[src/rtl/orao_bus_pkg.sv]
package orao_bus_pkg;

   ////////////////////
   // Memory map
   ////////////////////

   // Main RAM runs from 0000 up to RAM_TOP
   localparam logic [15:0] RAM_TOP = 16'h6000;
   // Video RAM occupies one 8 KB page
   localparam logic [15:0] VRAM_BASE = 16'h6000;
   // I/O page, speaker below SPK_LIMIT and keyboard above
   localparam logic [15:0] IO_BASE = 16'h8000;
   localparam logic [15:0] SPK_LIMIT = 16'h8800;

   // Value seen on reads from holes in the map
   localparam logic [7:0] UNMAPPED_DATA = 8'hFF;

   // Keyboard matrix, 16 rows of 8 columns
   localparam int KEY_ROWS = 16;

   ////////////////////
   // Bus types
   ////////////////////

   // One cycle of the CPU memory bus
   typedef struct packed {
      logic [15:0] addr;
      logic [7:0]  wdata;
      logic        we;
   } cpu_bus_t;

   // Decoded address region
   typedef enum logic [1:0] {
      REG_RAM,
      REG_VRAM,
      REG_IO,
      REG_NONE
   } region_e;

   // PS/2 key event, new event on each strobe toggle
   typedef struct packed {
      logic       strobe;
      logic       pressed;
      logic       extended;
      logic [7:0] code;
   } ps2_event_t;

endpackage

[src/rtl/orao_io.sv]
`timescale 1ns/1ps

module orao_io (
   input  logic                     clk,
   input  logic                     reset,
   input  orao_bus_pkg::cpu_bus_t   bus,
   input  logic                     io_we,
   input  orao_bus_pkg::ps2_event_t ps2_key,
   output logic [7:0]               rdata,
   output logic                     audio
);

   // Previous strobe, a change marks a new event
   logic       strobe_q;
   logic       key_valid;
   logic [3:0] key_row;
   logic [2:0] key_col;

   // Key matrix, active low, one row per byte
   logic [7:0] key_rows [orao_bus_pkg::KEY_ROWS];

   // Own page check on the bus
   orao_bus_pkg::region_e sel;

   ////////////////////
   // Keyboard matrix
   ////////////////////

   // Extended codes and codes of 80 and up have no matrix position
   assign key_valid = (ps2_key.strobe != strobe_q) && !ps2_key.extended &&
                      !ps2_key.code[7];
   assign key_row   = ps2_key.code[6:3];
   assign key_col   = ps2_key.code[2:0];

   always_ff @(posedge clk) begin
      // Follows the strobe through reset so no event fires on release
      strobe_q <= ps2_key.strobe;
      if (reset) begin
         for (int r = 0; r < orao_bus_pkg::KEY_ROWS; r++) begin
            key_rows[r] <= 8'hFF;
         end
      end else if (key_valid) begin
         // Press pulls the bit low, release sets it again
         key_rows[key_row][key_col] <= !ps2_key.pressed;
      end
   end

   ////////////////////
   // Read back
   ////////////////////

   assign sel = (bus.addr[15:13] == orao_bus_pkg::IO_BASE[15:13]) ?
                orao_bus_pkg::REG_IO : orao_bus_pkg::REG_NONE;

   // Keyboard rows at 8800 and up, row from addr[3:0]
   always_ff @(posedge clk) begin
      if (sel == orao_bus_pkg::REG_IO && bus.addr >= orao_bus_pkg::SPK_LIMIT) begin
         rdata <= key_rows[bus.addr[3:0]];
      end else begin
         rdata <= orao_bus_pkg::UNMAPPED_DATA;
      end
   end

   ////////////////////
   // Speaker
   ////////////////////

   // Any write below 8800 flips the output, data is ignored
   always_ff @(posedge clk) begin
      if (reset) begin
         audio <= 1'b0;
      end else if (io_we && bus.addr < orao_bus_pkg::SPK_LIMIT) begin
         audio <= !audio;
      end
   end

endmodule

[config.mk]
export PLATFORM = sky130hd
export DESIGN_NAME = orao_io
export DESIGN_NICKNAME = d
export VERILOG_FILES = /design/src/rtl/orao_bus_pkg.sv /design/src/rtl/orao_io.sv
export SDC_FILE = /design/constraint.sdc
export NUM_CORES = 1
export LEC_CHECK = 0
export BUFFER_PORTS_ARGS = -buffer_cell sky130_fd_sc_hd__buf_2
export CORE_MARGIN = 4
export CORE_UTILIZATION = 35
export CTS_CLUSTER_SIZE = 30
export DETAILED_ROUTE_END_ITERATION = 6
export GPL_ROUTABILITY_DRIVEN = 0
export PLACE_DENSITY = 0.55
export SLEW_MARGIN = 20
export SYNTH_ARGS = -nofsm -noshare
export SYNTH_HDL_FRONTEND = slang
export SYNTH_SLANG_ARGS = --single-unit
[constraint.sdc]
create_clock -name clk -period 2 [get_ports clk]
set_input_delay 0.2 -clock clk [delete_from_list [all_inputs] [get_ports clk]]
set_output_delay 0.2 -clock clk [all_outputs]
set_load 0.05 [all_outputs]
* Yosys cells after proc, flatten, opt, wreduce, memory -nomap -nowiden *
Memories as Yosys holds them, arrays and structs flattened. A register that Yosys moved wholly into a read port is not among the register bits.
Cells that the tools add are included.

word-level totals
  register bits = 2
  memory bits (writable) = 128
  input port bits = 39
  output and inout port bits = 9
  word-level logic and storage cells = 32
  memories = 1

cells by class
  $lt $le $gt $ge = 4
  eq/ne operators = 3
  muxes and demuxes = 11
  reductions and logical operators = 11

memory list
  memory    depth  bits a word  rd ports  clocked after Yosys merged registers in  write ports  line           source
  key_rows  16     8            1         1                                        16           orao_io.sv:20  logic [7:0] key_rows [orao_bus_pkg::KEY_ROWS];

operators by type and width
  kind                                                                                  number
  8-bit 2-to-1 mux                                                                      3
  16-bit greater-or-equal comparator (second input constant)                            1
  16-bit less-than comparator (second input constant)                                   1
  8-bit OR reduction                                                                    1
  1-bit 2-to-1 mux                                                                      6
  1-bit logical AND                                                                     5
  1-bit logical NOT                                                                     5
  3-bit by 4-bit less-than comparator with 1-bit output (second input constant)         1
  4-bit 2-to-1 mux                                                                      1
  1-bit demux with 3-bit select                                                         1
  3-bit == test (second input constant)                                                 1
  3-bit by 1-bit greater-or-equal comparator with 1-bit output (second input constant)  1
  2-bit == test (second input constant)                                                 1
  1-bit inequality test                                                                 1

* Depth between registers and ports, before layout *
  depth after elaboration = 8
  mapped depth = 6
  gate-level depth less buffers = 4

* Least setup slack after synthesis *
Ideal clock, no wire load.

  path kind = reg-to-reg
  from = register strobe_q
  to = memory key_rows[3][3], enable pin
  arrival = 1.389 ns
  required time = 1.696 ns
  path slack = 0.306 ns
  cell stages (with the launch flop) = 7
  path buffers = 2
  cell sequence = dfxtp_1 > xor2_1 > and3_1 > nand2b_1 > clkbuf_1 > buf_2 > o21bai_1

RTL lines
  item                    line           source
  start, declared         orao_io.sv:14  logic strobe_q;
  start signal, assigned  orao_io.sv:37  strobe_q <= ps2_key.strobe;
  end, declared           orao_io.sv:20

==> metrics.txt <==
status=completed; footprint of the multi-input gates=2900 sq um; IO Count=48; DR top layer=met4; DR iter-0 viols=619; Starting Density=35.8%; hold slack=0.136 ns; Post-DRT Antenna Nets=0; final hold violations=0; met2 WL=8650 um; HP Class=input pin to flip-flop; fin. max-slew vios=0; vias per cell=5.38; syn avg cell area=12.1 sq um; relative slew slack=62.8%; Worst-path clk slew=0.06 ns; Core Area=20300 sq um; CP Launch Type=input pin; DRC viols=0; drt first pass iters=5; Worst-Skew Late Latency=0.42 ns; fmax=560 MHz; Worst EP required=2.12 ns; fraction of synthesized cell area in xor and xnor cells=0.241%; Total Wirelength=17700 um; Routed WL per cell=19.4 um; Worst-Margin Slew=0.559 ns; GRT overflow=0; Setup Skew=0.0109 ns; DR vias=4910; CTS Buf Count=17; clock tree sinks=138; syn nets=638; DP Wirelength=11600 um; Setup-failing EPs final=0; Worst Path Max Fanout=16; post-cts hold buffer count=1; Total Neg Setup Slack=0 ns; pin count of the biggest net entering global routing=130; total of max-cap violations=0; main combinational cell family by area after synthesis=compound AO/OA/AOI/OAI gates; CP arrival=1.90 ns; met3 routed WL=1030 um; Metal-1 WL=7740 um; Synth Area in Compound Gates=14.2%; Setup crit end kind=flip-flop; Synth cell types=33; RSZ-0062 raised after global routing=no; slowest CP cell=dlygate4sd3_1; vias in the first global route=5109; kind of critical path=input pin to flip-flop; die height=152 um; post-layout minimum cycle time=1.79 ns; area growth from synthesis to final layout=18.2%; DIE WIDTH=152 um; Top delay family on crit path=buffers and inverters; fin worst setup slack=0.213 ns; Storage cell area=4040 sq um; root buf cell=clkbuf_16; Mapped Area=7270 sq um; post-placement worst setup slack=0.255 ns; Buf+Inv Stages, Crit Path=4; Post-Synthesis Cells=599; post-synth top area share=52.9%; pwr/cell area=815 nW/um^2; top cells by area, synth=edfxtp_1 (53%), nand2_1 (7.7%), mux4_2 (7.4%); mux contribution to synthesized area=12.7%; period utilization=89.3%; area leader, netlist=edfxtp_1; Max stage delay on crit path=0.53 ns; sequential share of the synthesized area=55.6%; IO buf count=31; CP cell instances=dlygate4sd3_1, buf_2, xor2_1, buf_4, and3_1, nand2_1, buf_12, o21bai_1; TritonCTS clock tree=yes; first-pass GRT wire length=28000 um; die area=23100 sq um; simple-gate area share of the yosys netlist=12.8%; layout cells sized above 1=23.1%; Post-Synth Adder-Cell Area=0%; Core Rows=52; Tot GR Track Use=15.7%; Final Core Density=42.3%; yosys warns=0; flops & latches, synth=138; Max IR drop VDD=0.000409 V; Max clock buf depth=2; postcts setup bufs=0; nets@finish=668; Pleak=0.00285 uW; antenna violations before repair=2; CTS HTree Levels=4; CTS resizes=0; Fill cells=1912
state kept, by name, indices dropped and copies added, names as in the netlist:
name,count
key_rows,128
strobe_q,1
audio,1
rdata,8
final cells by class:
type	instances	share of cell area, %
Clock inverter	10	1.75
Multi-Input combinational cell	396	33.8
Antenna cell	2	0.0583
Tap cell	270	3.93
Sequential cell	138	47.1
Timing Repair Buffer	76	8.27
Clock buffer	21	5.13
where the power goes:
| group | switching [uW] | internal [uW] |
|---|---|---|
| logic | 326 | 245 |
| registers | 18.2 | 3220 |
| clock network | 1130 | 2060 |
kinds of logic after synthesis:
group	Yosys count
compound gates	137
buf+inv	65
xor+xnor	2
mux	48
flops	138
simple gates	209
stage by stage:
step | power (uW) | cells | area (sq um)
finish | 7000 | 913 | 8590
global route | 7220 | 913 | 8590
CTS | 7060 | 911 | 8590
global placement | 3840 | 879 | 7990
floorplan | 3690 | 599 | 7270
detailed placement | 3860 | 879 | 7990
final timing paths:
kind | start | slack [ns] | cells past startpoint | endpoint
max | ps2_key[10] | 0.21 | 8 | key_rows[2][1]
min | io_we | 0.14 | 4 | audio
max reg2reg | strobe_q | 0.32 | 6 | key_rows[2][1]
min reg2reg | audio | 0.55 | 2 | audio
cells in the mapped netlist:
cell	number
nor4b_1	1
buf_1	1
nor2b_1	4
buf_6	3
nor3_4	1
edfxtp_1	128
buf_4	6
buf_2	18
a21o_1	64
mux2_2	8
o211ai_1	8
xor2_1	2
nor2_1	14
clkbuf_1	36
nand3_1	6
mux2i_1	8
nand4_1	2
nand3b_2	2
buf_12	1
nand4b_2	1
nand2b_1	7
nor4_1	1
o41ai_1	1
nor2_2	9
and3_1	1
nand2_1	150
o21bai_1	64
nand3_2	1
dfxtp_1	10
nor3_2	3
mux4_1	8
nor3_1	6
mux4_2	24
metal layers:
metal / track usage (%) / vias up
met2: 25.1 / 175
met5: 0 / -
met3: 3.44 / 22
met1: 21.1 / 2469
li1: - / 2244
met4: 5.86 / 0
worst reg2reg max path: stages, from the launching register on:
cell      delay, ns
dfxtp_1        0.32
xor2_1         0.15
buf_4          0.18
and3_1         0.26
nand2_1        0.12
buf_12         0.17
o21bai_1       0.18
cells in the final DEF, fill, tap and decap left out, types with 2 or more instances in the layout:
master / n
mux4_2: 24
dfxtp_1: 10
clkbuf_16: 17
o21bai_1: 64
nor2_1: 14
diode_2: 2
nand3b_2: 2
buf_4: 28
buf_12: 17
mux2_2: 8
bufinv_16: 4
nor3_2: 3
mux2i_1: 8
edfxtp_1: 128
nor2_2: 9
a21o_1: 64
xor2_1: 2
nand4_1: 2
clkinvlp_4: 2
buf_2: 30
clkinv_1: 4
nor2b_1: 4
nand2b_1: 7
o211ai_1: 8
nor3_1: 6
mux4_1: 8
nand2_1: 150
nand3_1: 6
clkbuf_1: 4
Power figures use the tool's default switching activity.
