[config.mk]
export PLATFORM = sky130hd
export DESIGN_NAME = orao_video
export DESIGN_NICKNAME = d
export VERILOG_FILES = /design/src/rtl/orao_video_pkg.sv /design/src/rtl/orao_video.sv
export SDC_FILE = /design/constraint.sdc
export NUM_CORES = 1
export LEC_CHECK = 0
export BUFFER_PORTS_ARGS = -buffer_cell sky130_fd_sc_hd__buf_2
export CAP_MARGIN = 10
export CELL_PAD_IN_SITES_DETAIL_PLACEMENT = 1
export CELL_PAD_IN_SITES_GLOBAL_PLACEMENT = 1
export CORE_UTILIZATION = 39
export CTS_BUF_LIST = sky130_fd_sc_hd__clkbuf_4
export CTS_CLUSTER_DIAMETER = 80
export DETAILED_ROUTE_END_ITERATION = 6
export PLACE_DENSITY = 0.85
export SYNTH_ARGS = -nofsm -noshare
export SYNTH_HDL_FRONTEND = slang
export SYNTH_SLANG_ARGS = --single-unit
export TNS_END_PERCENT = 50
[constraint.sdc]
create_clock -name clk -period 1.27 [get_ports clk]
set_input_delay 0.127 -clock clk [delete_from_list [all_inputs] [get_ports clk]]
set_output_delay 0.127 -clock clk [all_outputs]
set_load 0.005 [all_outputs]
[src/rtl/orao_video_pkg.sv]
package orao_video_pkg;

   ////////////////////
   // Horizontal timing
   ////////////////////

   // Counted in pixel clocks from the first visible pixel
   localparam int H_VISIBLE    = 256;
   localparam int H_SYNC_START = 272;
   localparam int H_SYNC_END   = 304;
   localparam int H_TOTAL      = 320;

   ////////////////////
   // Vertical timing
   ////////////////////

   // Counted in lines from the first visible line
   localparam int V_VISIBLE    = 256;
   localparam int V_SYNC_START = 260;
   localparam int V_SYNC_END   = 264;
   localparam int V_TOTAL      = 280;

   // One bit per pixel, 8 pixels per byte
   localparam int BYTES_PER_LINE = 32;
   // 8 KB of video RAM
   localparam int VRAM_AW = 13;

   // Video outputs, all aligned to the same cycle
   // Syncs are active low
   typedef struct packed {
      logic pix;
      logic hsync;
      logic vsync;
      logic hblank;
      logic vblank;
      logic de;
   } video_out_t;

endpackage

[src/rtl/orao_video.sv]
`timescale 1ns/1ps

module orao_video (
   input  logic                               clk,
   input  logic                               reset,
   output logic [orao_video_pkg::VRAM_AW-1:0] vram_addr,
   input  logic [7:0]                         vram_data,
   output orao_video_pkg::video_out_t         video
);

   // Raster position
   logic [8:0] h_cnt;
   logic [8:0] v_cnt;
   logic       h_vis;
   logic       v_vis;

   // Stage 1 timing and byte load flag
   orao_video_pkg::video_out_t timing_s1;
   logic                       load_s1;

   // Pixel shifter
   logic [7:0] shift_q;
   logic       pix_bit;

   // Stage 2, what leaves the module
   orao_video_pkg::video_out_t timing_s2;

   ////////////////////
   // Raster counters
   ////////////////////

   // Free running from reset, wrap at the totals
   always_ff @(posedge clk) begin
      if (reset) begin
         h_cnt <= 9'd0;
         v_cnt <= 9'd0;
      end else if (h_cnt == 9'(orao_video_pkg::H_TOTAL - 1)) begin
         h_cnt <= 9'd0;
         if (v_cnt == 9'(orao_video_pkg::V_TOTAL - 1)) begin
            v_cnt <= 9'd0;
         end else begin
            v_cnt <= v_cnt + 9'd1;
         end
      end else begin
         h_cnt <= h_cnt + 9'd1;
      end
   end

   assign h_vis = (h_cnt < 9'(orao_video_pkg::H_VISIBLE));
   assign v_vis = (v_cnt < 9'(orao_video_pkg::V_VISIBLE));

   ////////////////////
   // Byte fetch
   ////////////////////

   // Byte y*32 + x/8, only meaningful in the visible area
   assign vram_addr = 13'(v_cnt[7:0]) * 13'(orao_video_pkg::BYTES_PER_LINE)
                    + 13'(h_cnt[7:3]);

   // Stage 1, timing from the counters
   // Pixel field stays 0 here, it joins in stage 2
   always_ff @(posedge clk) begin
      if (reset) begin
         timing_s1 <= '{pix: 1'b0, hsync: 1'b1, vsync: 1'b1,
                        hblank: 1'b1, vblank: 1'b1, de: 1'b0};
         load_s1   <= 1'b0;
      end else begin
         timing_s1.pix    <= 1'b0;
         timing_s1.hsync  <= !(h_cnt >= 9'(orao_video_pkg::H_SYNC_START) &&
                               h_cnt <  9'(orao_video_pkg::H_SYNC_END));
         timing_s1.vsync  <= !(v_cnt >= 9'(orao_video_pkg::V_SYNC_START) &&
                               v_cnt <  9'(orao_video_pkg::V_SYNC_END));
         timing_s1.hblank <= !h_vis;
         timing_s1.vblank <= !v_vis;
         timing_s1.de     <= h_vis && v_vis;
         // First pixel of an 8-pixel group
         load_s1          <= h_vis && v_vis && (h_cnt[2:0] == 3'd0);
      end
   end

   ////////////////////
   // Pixel shifter
   ////////////////////

   // Bit 0 is the leftmost pixel, taken straight from the fetched byte
   assign pix_bit = load_s1 ? vram_data[0] : shift_q[0];

   // Remaining 7 bits shift out LSB first
   always_ff @(posedge clk) begin
      if (load_s1) begin
         shift_q <= {1'b0, vram_data[7:1]};
      end else begin
         shift_q <= {1'b0, shift_q[7:1]};
      end
   end

   // Stage 2, pixel lined up with its timing
   always_ff @(posedge clk) begin
      if (reset) begin
         timing_s2 <= '{pix: 1'b0, hsync: 1'b1, vsync: 1'b1,
                        hblank: 1'b1, vblank: 1'b1, de: 1'b0};
      end else begin
         timing_s2 <= '{pix: timing_s1.de & pix_bit,
                        hsync: timing_s1.hsync,
                        vsync: timing_s1.vsync,
                        hblank: timing_s1.hblank,
                        vblank: timing_s1.vblank,
                        de: timing_s1.de};
      end
   end

   assign video = timing_s2;

endmodule

# Word-level counts from Yosys, hierarchy flattened
# Index checks and enable logic that the tools add are counted.
# op_classes
shifts	0
reduce_logical	10
addsub	3
n_eq_ne	2
bitwise_logic	1
n_mux	3
mul	0
div	0
n_lt_le_gt_ge	6
# op_table
op	n
< comparator 9 bit (second input constant)	4
adder 9 x 1 -> 9 bit (second input constant)	2
== test 9 bit (second input constant)	2
greater-or-equal comparator 9 bit (second input constant)	2
adder 13 x 5 -> 13 bit	1
2-to-1 mux 9 bit	1
2-to-1 mux 7 bit	1
logical AND 1 bit	4
logical NOT 1 bit	4
logical NOT 3 bit	1
OR reduction 2 bit	1
AND 1 bit	1
2-to-1 mux 1 bit	1
# word_totals
mem_bits_ro	0
latchBits	0
out_inout_bits	19
reg_bits	38
mem_count	0
ramBits	0
elab_cells	40

# Longest topological paths before layout
# depth
ltp_word	3
ltp_mapped	5

# Least setup slack after synthesis
# No wires, ideal clock.
# synth_path
path_type	reg-to-reg
start	register v_cnt[0]
end	register v_cnt[8]
t_arrival_ns	1.261
path_buffers	0
setup_slack_ns	-0.079
path_stages_with_launch	6
setup_time_ns	0.088
cell_sequence	dfxtp_1 > ha_1 > and2_1 > nand4_1 > nand2_2 > o32ai_2
# synth_between
elab_chain_len	2
elab_cells_between_ends	3
# synth_rtl
item	line	source
start, declared	orao_video.sv:13	logic [8:0] v_cnt;
start signal, assigned	orao_video.sv:42	v_cnt <= v_cnt + 9'd1;
adder 9 x 1 -> 9 bit or == test 9 bit (tied branches)	orao_video.sv:42, orao_video.sv:39	
2-to-1 mux 9 bit *	orao_video.sv:39	if (v_cnt == 9'(orao_video_pkg::V_TOTAL - 1)) begin
# Mark *: on every way between the ends. The rest lies on a longest branch, timed or not.
# A chain may end at the register's enable or synchronous reset.

# Final worst setup path
# layout_path
start	register h_cnt[6]
end	register v_cnt[4]
# layout_between
elab_chain_len	1
# layout_rtl
item	line	source
start, declared	orao_video.sv:12	logic [8:0] h_cnt;
start signal, assigned	orao_video.sv:45	h_cnt <= h_cnt + 9'd1;
== test 9 bit	orao_video.sv:37	end else if (h_cnt == 9'(orao_video_pkg::H_TOTAL - 1)) begin
# No other way between the ends.

==> run_results.csv <==
group,metric,value,unit
run_status,status,"finished with violations",
run_status,violations,"setup timing",
floorplan,io_pins,29,
synth,synth_area_per_cell,9.82,sq um
clocking,cts_buffers,5,
setup_path,r2r_cells,4,
cells_and_area,drive_gt1_share,51.4,%
floorplan,rows,22,
synth,synth.top_cells.by_area,"dfxtp_1, buf_4, mux2_2, xor2_1, nor2_1",
worst_hold_path,holdPathEnd,"video[5]",
floorplan,initial_core_util,41.4,%
synth,synth_top_area_share,47.7,%
detailed_routing,wirelength,4.81,mm
cells_and_area,final_nets,226,
worst_hold_path,hold_path_depth,3,
synth,async_flop_share,0,%
timing,slew_headroom,76.3,%
timing,post-route-min-period,1.41,ns
floorplan,die_w,65.1,microns
setup_path,timing.rr.start,"h_cnt[6]",
clocking,path_clk_slew,0.12,ns
timing,clock_skew,0.00366,ns
setup_path,start_kind,"flop",
synth,syn_nets,171,
grt,grt_pass1_vias,1462,
synth,yosysSeqAreaShare,47.7,%
cells_and_area,diodes,0,
job,max_cap_violations,0,
power_and_ir_drop,ir_drop,0.658,mV
floorplan,core,0.00374,sq mm
timing,finalSetupViolCount,12,
synth,synth_seq_cells,37,
placed_design,place.gp.congestion,0.858,
synth,synth_edf_count,0,
timing,rsz0062_at_grt,"yes",
power_and_ir_drop,power.leakage,0.918,nW
detailed_routing,post_drt_wl_per_cell,18.4,microns
timing,finalCritPeriodShare,111,%
worst_hold_path,hold_path.class,"in2reg",
detailed_routing,drtPass1Iterations,4,
setup_path,crit_arrival,1.73,ns
setup_path,crit_fanout,4,
clocking,clock_latency,0.37,ns
grt,grt-ovfl-total,0,
detailed_routing,routed_via_density,5.33,
setup_path,r2r_slack,-0.14,ns
clocking,cts_root_buf,"clkbuf_4",
grt,grt_max_degree,15,
floorplan,die_h,65.1,microns
cells_and_area,syn_to_final_growth,38.6,%
power_and_ir_drop,p_per_area,1070,mW/mm^2
clocking,clock_path_buffers,2,
setup_path,worstSetupEndpointType,"flop",
detailed_routing,vias,1397,
synth,synth.distinct_cells,35,
setup_path,rr_endpoint,"v_cnt[4]",
grt,grt_usage,25.0,%
placed_design,dp_hpwl,2.70,mm
clocking,clkSinkCount,37,
timing,finalSetupTns,-0.877,ns
clocking,htreeDepth,2,
cells_and_area,utilization,57.5,%
synth,yosys_warnings,0,
timing,tightest_slew,0.355,ns
timing,finalMaxSlewViolations,0,
grt,antenna_found_initial,0,
synth,yosys.area.top_type,"dfxtp_1",
synth,syn_area,0.00155,sq mm
synth,synthCells,158,
timing,hold_viol_final,0,
grt,grt_pass1_wl,7.59,mm
placed_design,io_buffers,28,
clocking,tritoncts,"yes",
floorplan,dieArea,0.00423,sq mm
setup_path,criticalPathCategory,"reg2reg",
detailed_routing,drcViolationCount,0,
timing,fin_ws,-0.145,ns
detailed_routing,ant_nets,0,
worst_hold_path,holdCritStartpoint,"vram_data[0]",
synth,synthFlopType,"dfxtp_1",
detailed_routing,drt-initial-drc-count,46,
timing,fmax,0.707,GHz
setup_path,crit_required,1.58,ns
worst max-delay path by stage:
stage	from	cells past startpoint	slack (ns)	to
floorplan	h_cnt[6]	4	0.00007	v_cnt[4]
global placement	v_cnt[1]	5	-0.05	v_cnt[8]
detailed placement	v_cnt[0]	5	-0.15	v_cnt[0]
CTS	h_cnt[7]	4	-0.07	v_cnt[4]
global route	h_cnt[6]	5	-0.23	v_cnt[4]
finish	h_cnt[6]	4	-0.14	v_cnt[4]
Yosys cell counts (2+ instances only):
library cell  count
xor2_1            7
nor2b_1           4
nand3b_1          2
ha_1              3
nand4_1           6
or3_1             3
or2_2             6
a21oi_1           8
mux2_2            6
clkbuf_1          3
nor2_1           13
dfxtp_1          37
o32ai_1           3
o21ai_0           3
nand2b_1          3
buf_4            14
and2_1            3
nand2_1           3
inv_1             6
nand3_1           7
and3_1            4
flip-flops by register name, summed over array words and instances (netlist names):
register and count:
load_s1 1, video 6, h_cnt 9, shift_q 7
timing_s1 5, v_cnt 9
cells by family after synthesis:
| logic type | after synthesis | share of synthesized area, % |
|---|---|---|
| buf+inv | 24 | 9.27 |
| compound gates | 18 | 7.82 |
| mux | 7 | 5.00 |
| xor+xnor | 8 | 4.52 |
| flops | 37 | 47.7 |
| simple gates | 61 | 23.2 |
| fa+ha+maj | 3 | 2.42 |
final cells by class:
class / instances / area, sq um
fillers: 449 / 1590
inverters: 6 / 22.5
flip-flops and latches: 37 / 754
clock inverters: 3 / 43.8
well taps: 48 / 60.1
clock buffers: 5 / 37.5
repair buffers: 66 / 454
multi-input cells: 97 / 778
cell usage in the layout (no fill, tap or decap), drive strengths merged, types with 2 or more instances in the layout:
master       instances
nand3b               2
dlygate4sd3          7
xor2                 7
and2                 3
o32ai                4
o21ai                3
or2                  6
nand2                4
nor2                13
nand2b               3
and3                 4
ha                   3
mux2                 6
nand4                6
or3                  3
inv                  7
nor2b                4
clkbuf               5
buf                 59
dfxtp               37
nor3b                2
a21oi                8
nand3                7
stage by stage:
stage / setup WS, ns / power [mW] / area, sq um / hold WS [ns] / std cells
2_1_floorplan: 0.0000698 / 1.36 / 1590 / 0.206 / 158
3_3_place_gp: -0.0457 / 1.40 / 1840 / 0.334 / 240
3_5_place_dp: -0.147 / 1.42 / 1840 / 0.350 / 240
4_1_cts: -0.0705 / 2.27 / 2110 / 0.0372 / 261
5_1_grt: -0.229 / 2.38 / 2150 / 0.0355 / 262
6_report: -0.145 / 2.30 / 2150 / 0.0224 / 262
worst max-delay path, stage by stage (launching register included):
cell and delay [ns]:
dfxtp_2 0.36, nor3b_4 0.30, nand4_1 0.18, or3b_1 0.40
a21oi_2 0.11
routing by layer:
layer	global-route usage (%)	vias up	share of wire, %
li1	-	641	-
met1	27.9	680	40
met2	41.3	51	50
met3	8.27	25	5.4
met4	14.7	0	4.2
met5	0	-	0
power by group:
part | internal (mW) | switching (mW)
Sequential | 1.22 | 0.0314
Combinational | 0.101 | 0.0739
Clock | 0.418 | 0.449
what timing repair did:
| item | 4_1_cts | 5_1_grt |
|---|---|---|
| hold endpoints to repair | 7 | 0 |
| setup endpoints to repair | 10 | 18 |
| buffers inserted | 6 | 2 |
| pin swaps | 11 | 5 |
| resized for setup | 16 | 10 |
| hold buffers | 7 | 0 |
Note: power is estimated with default switching activity, not from simulation.
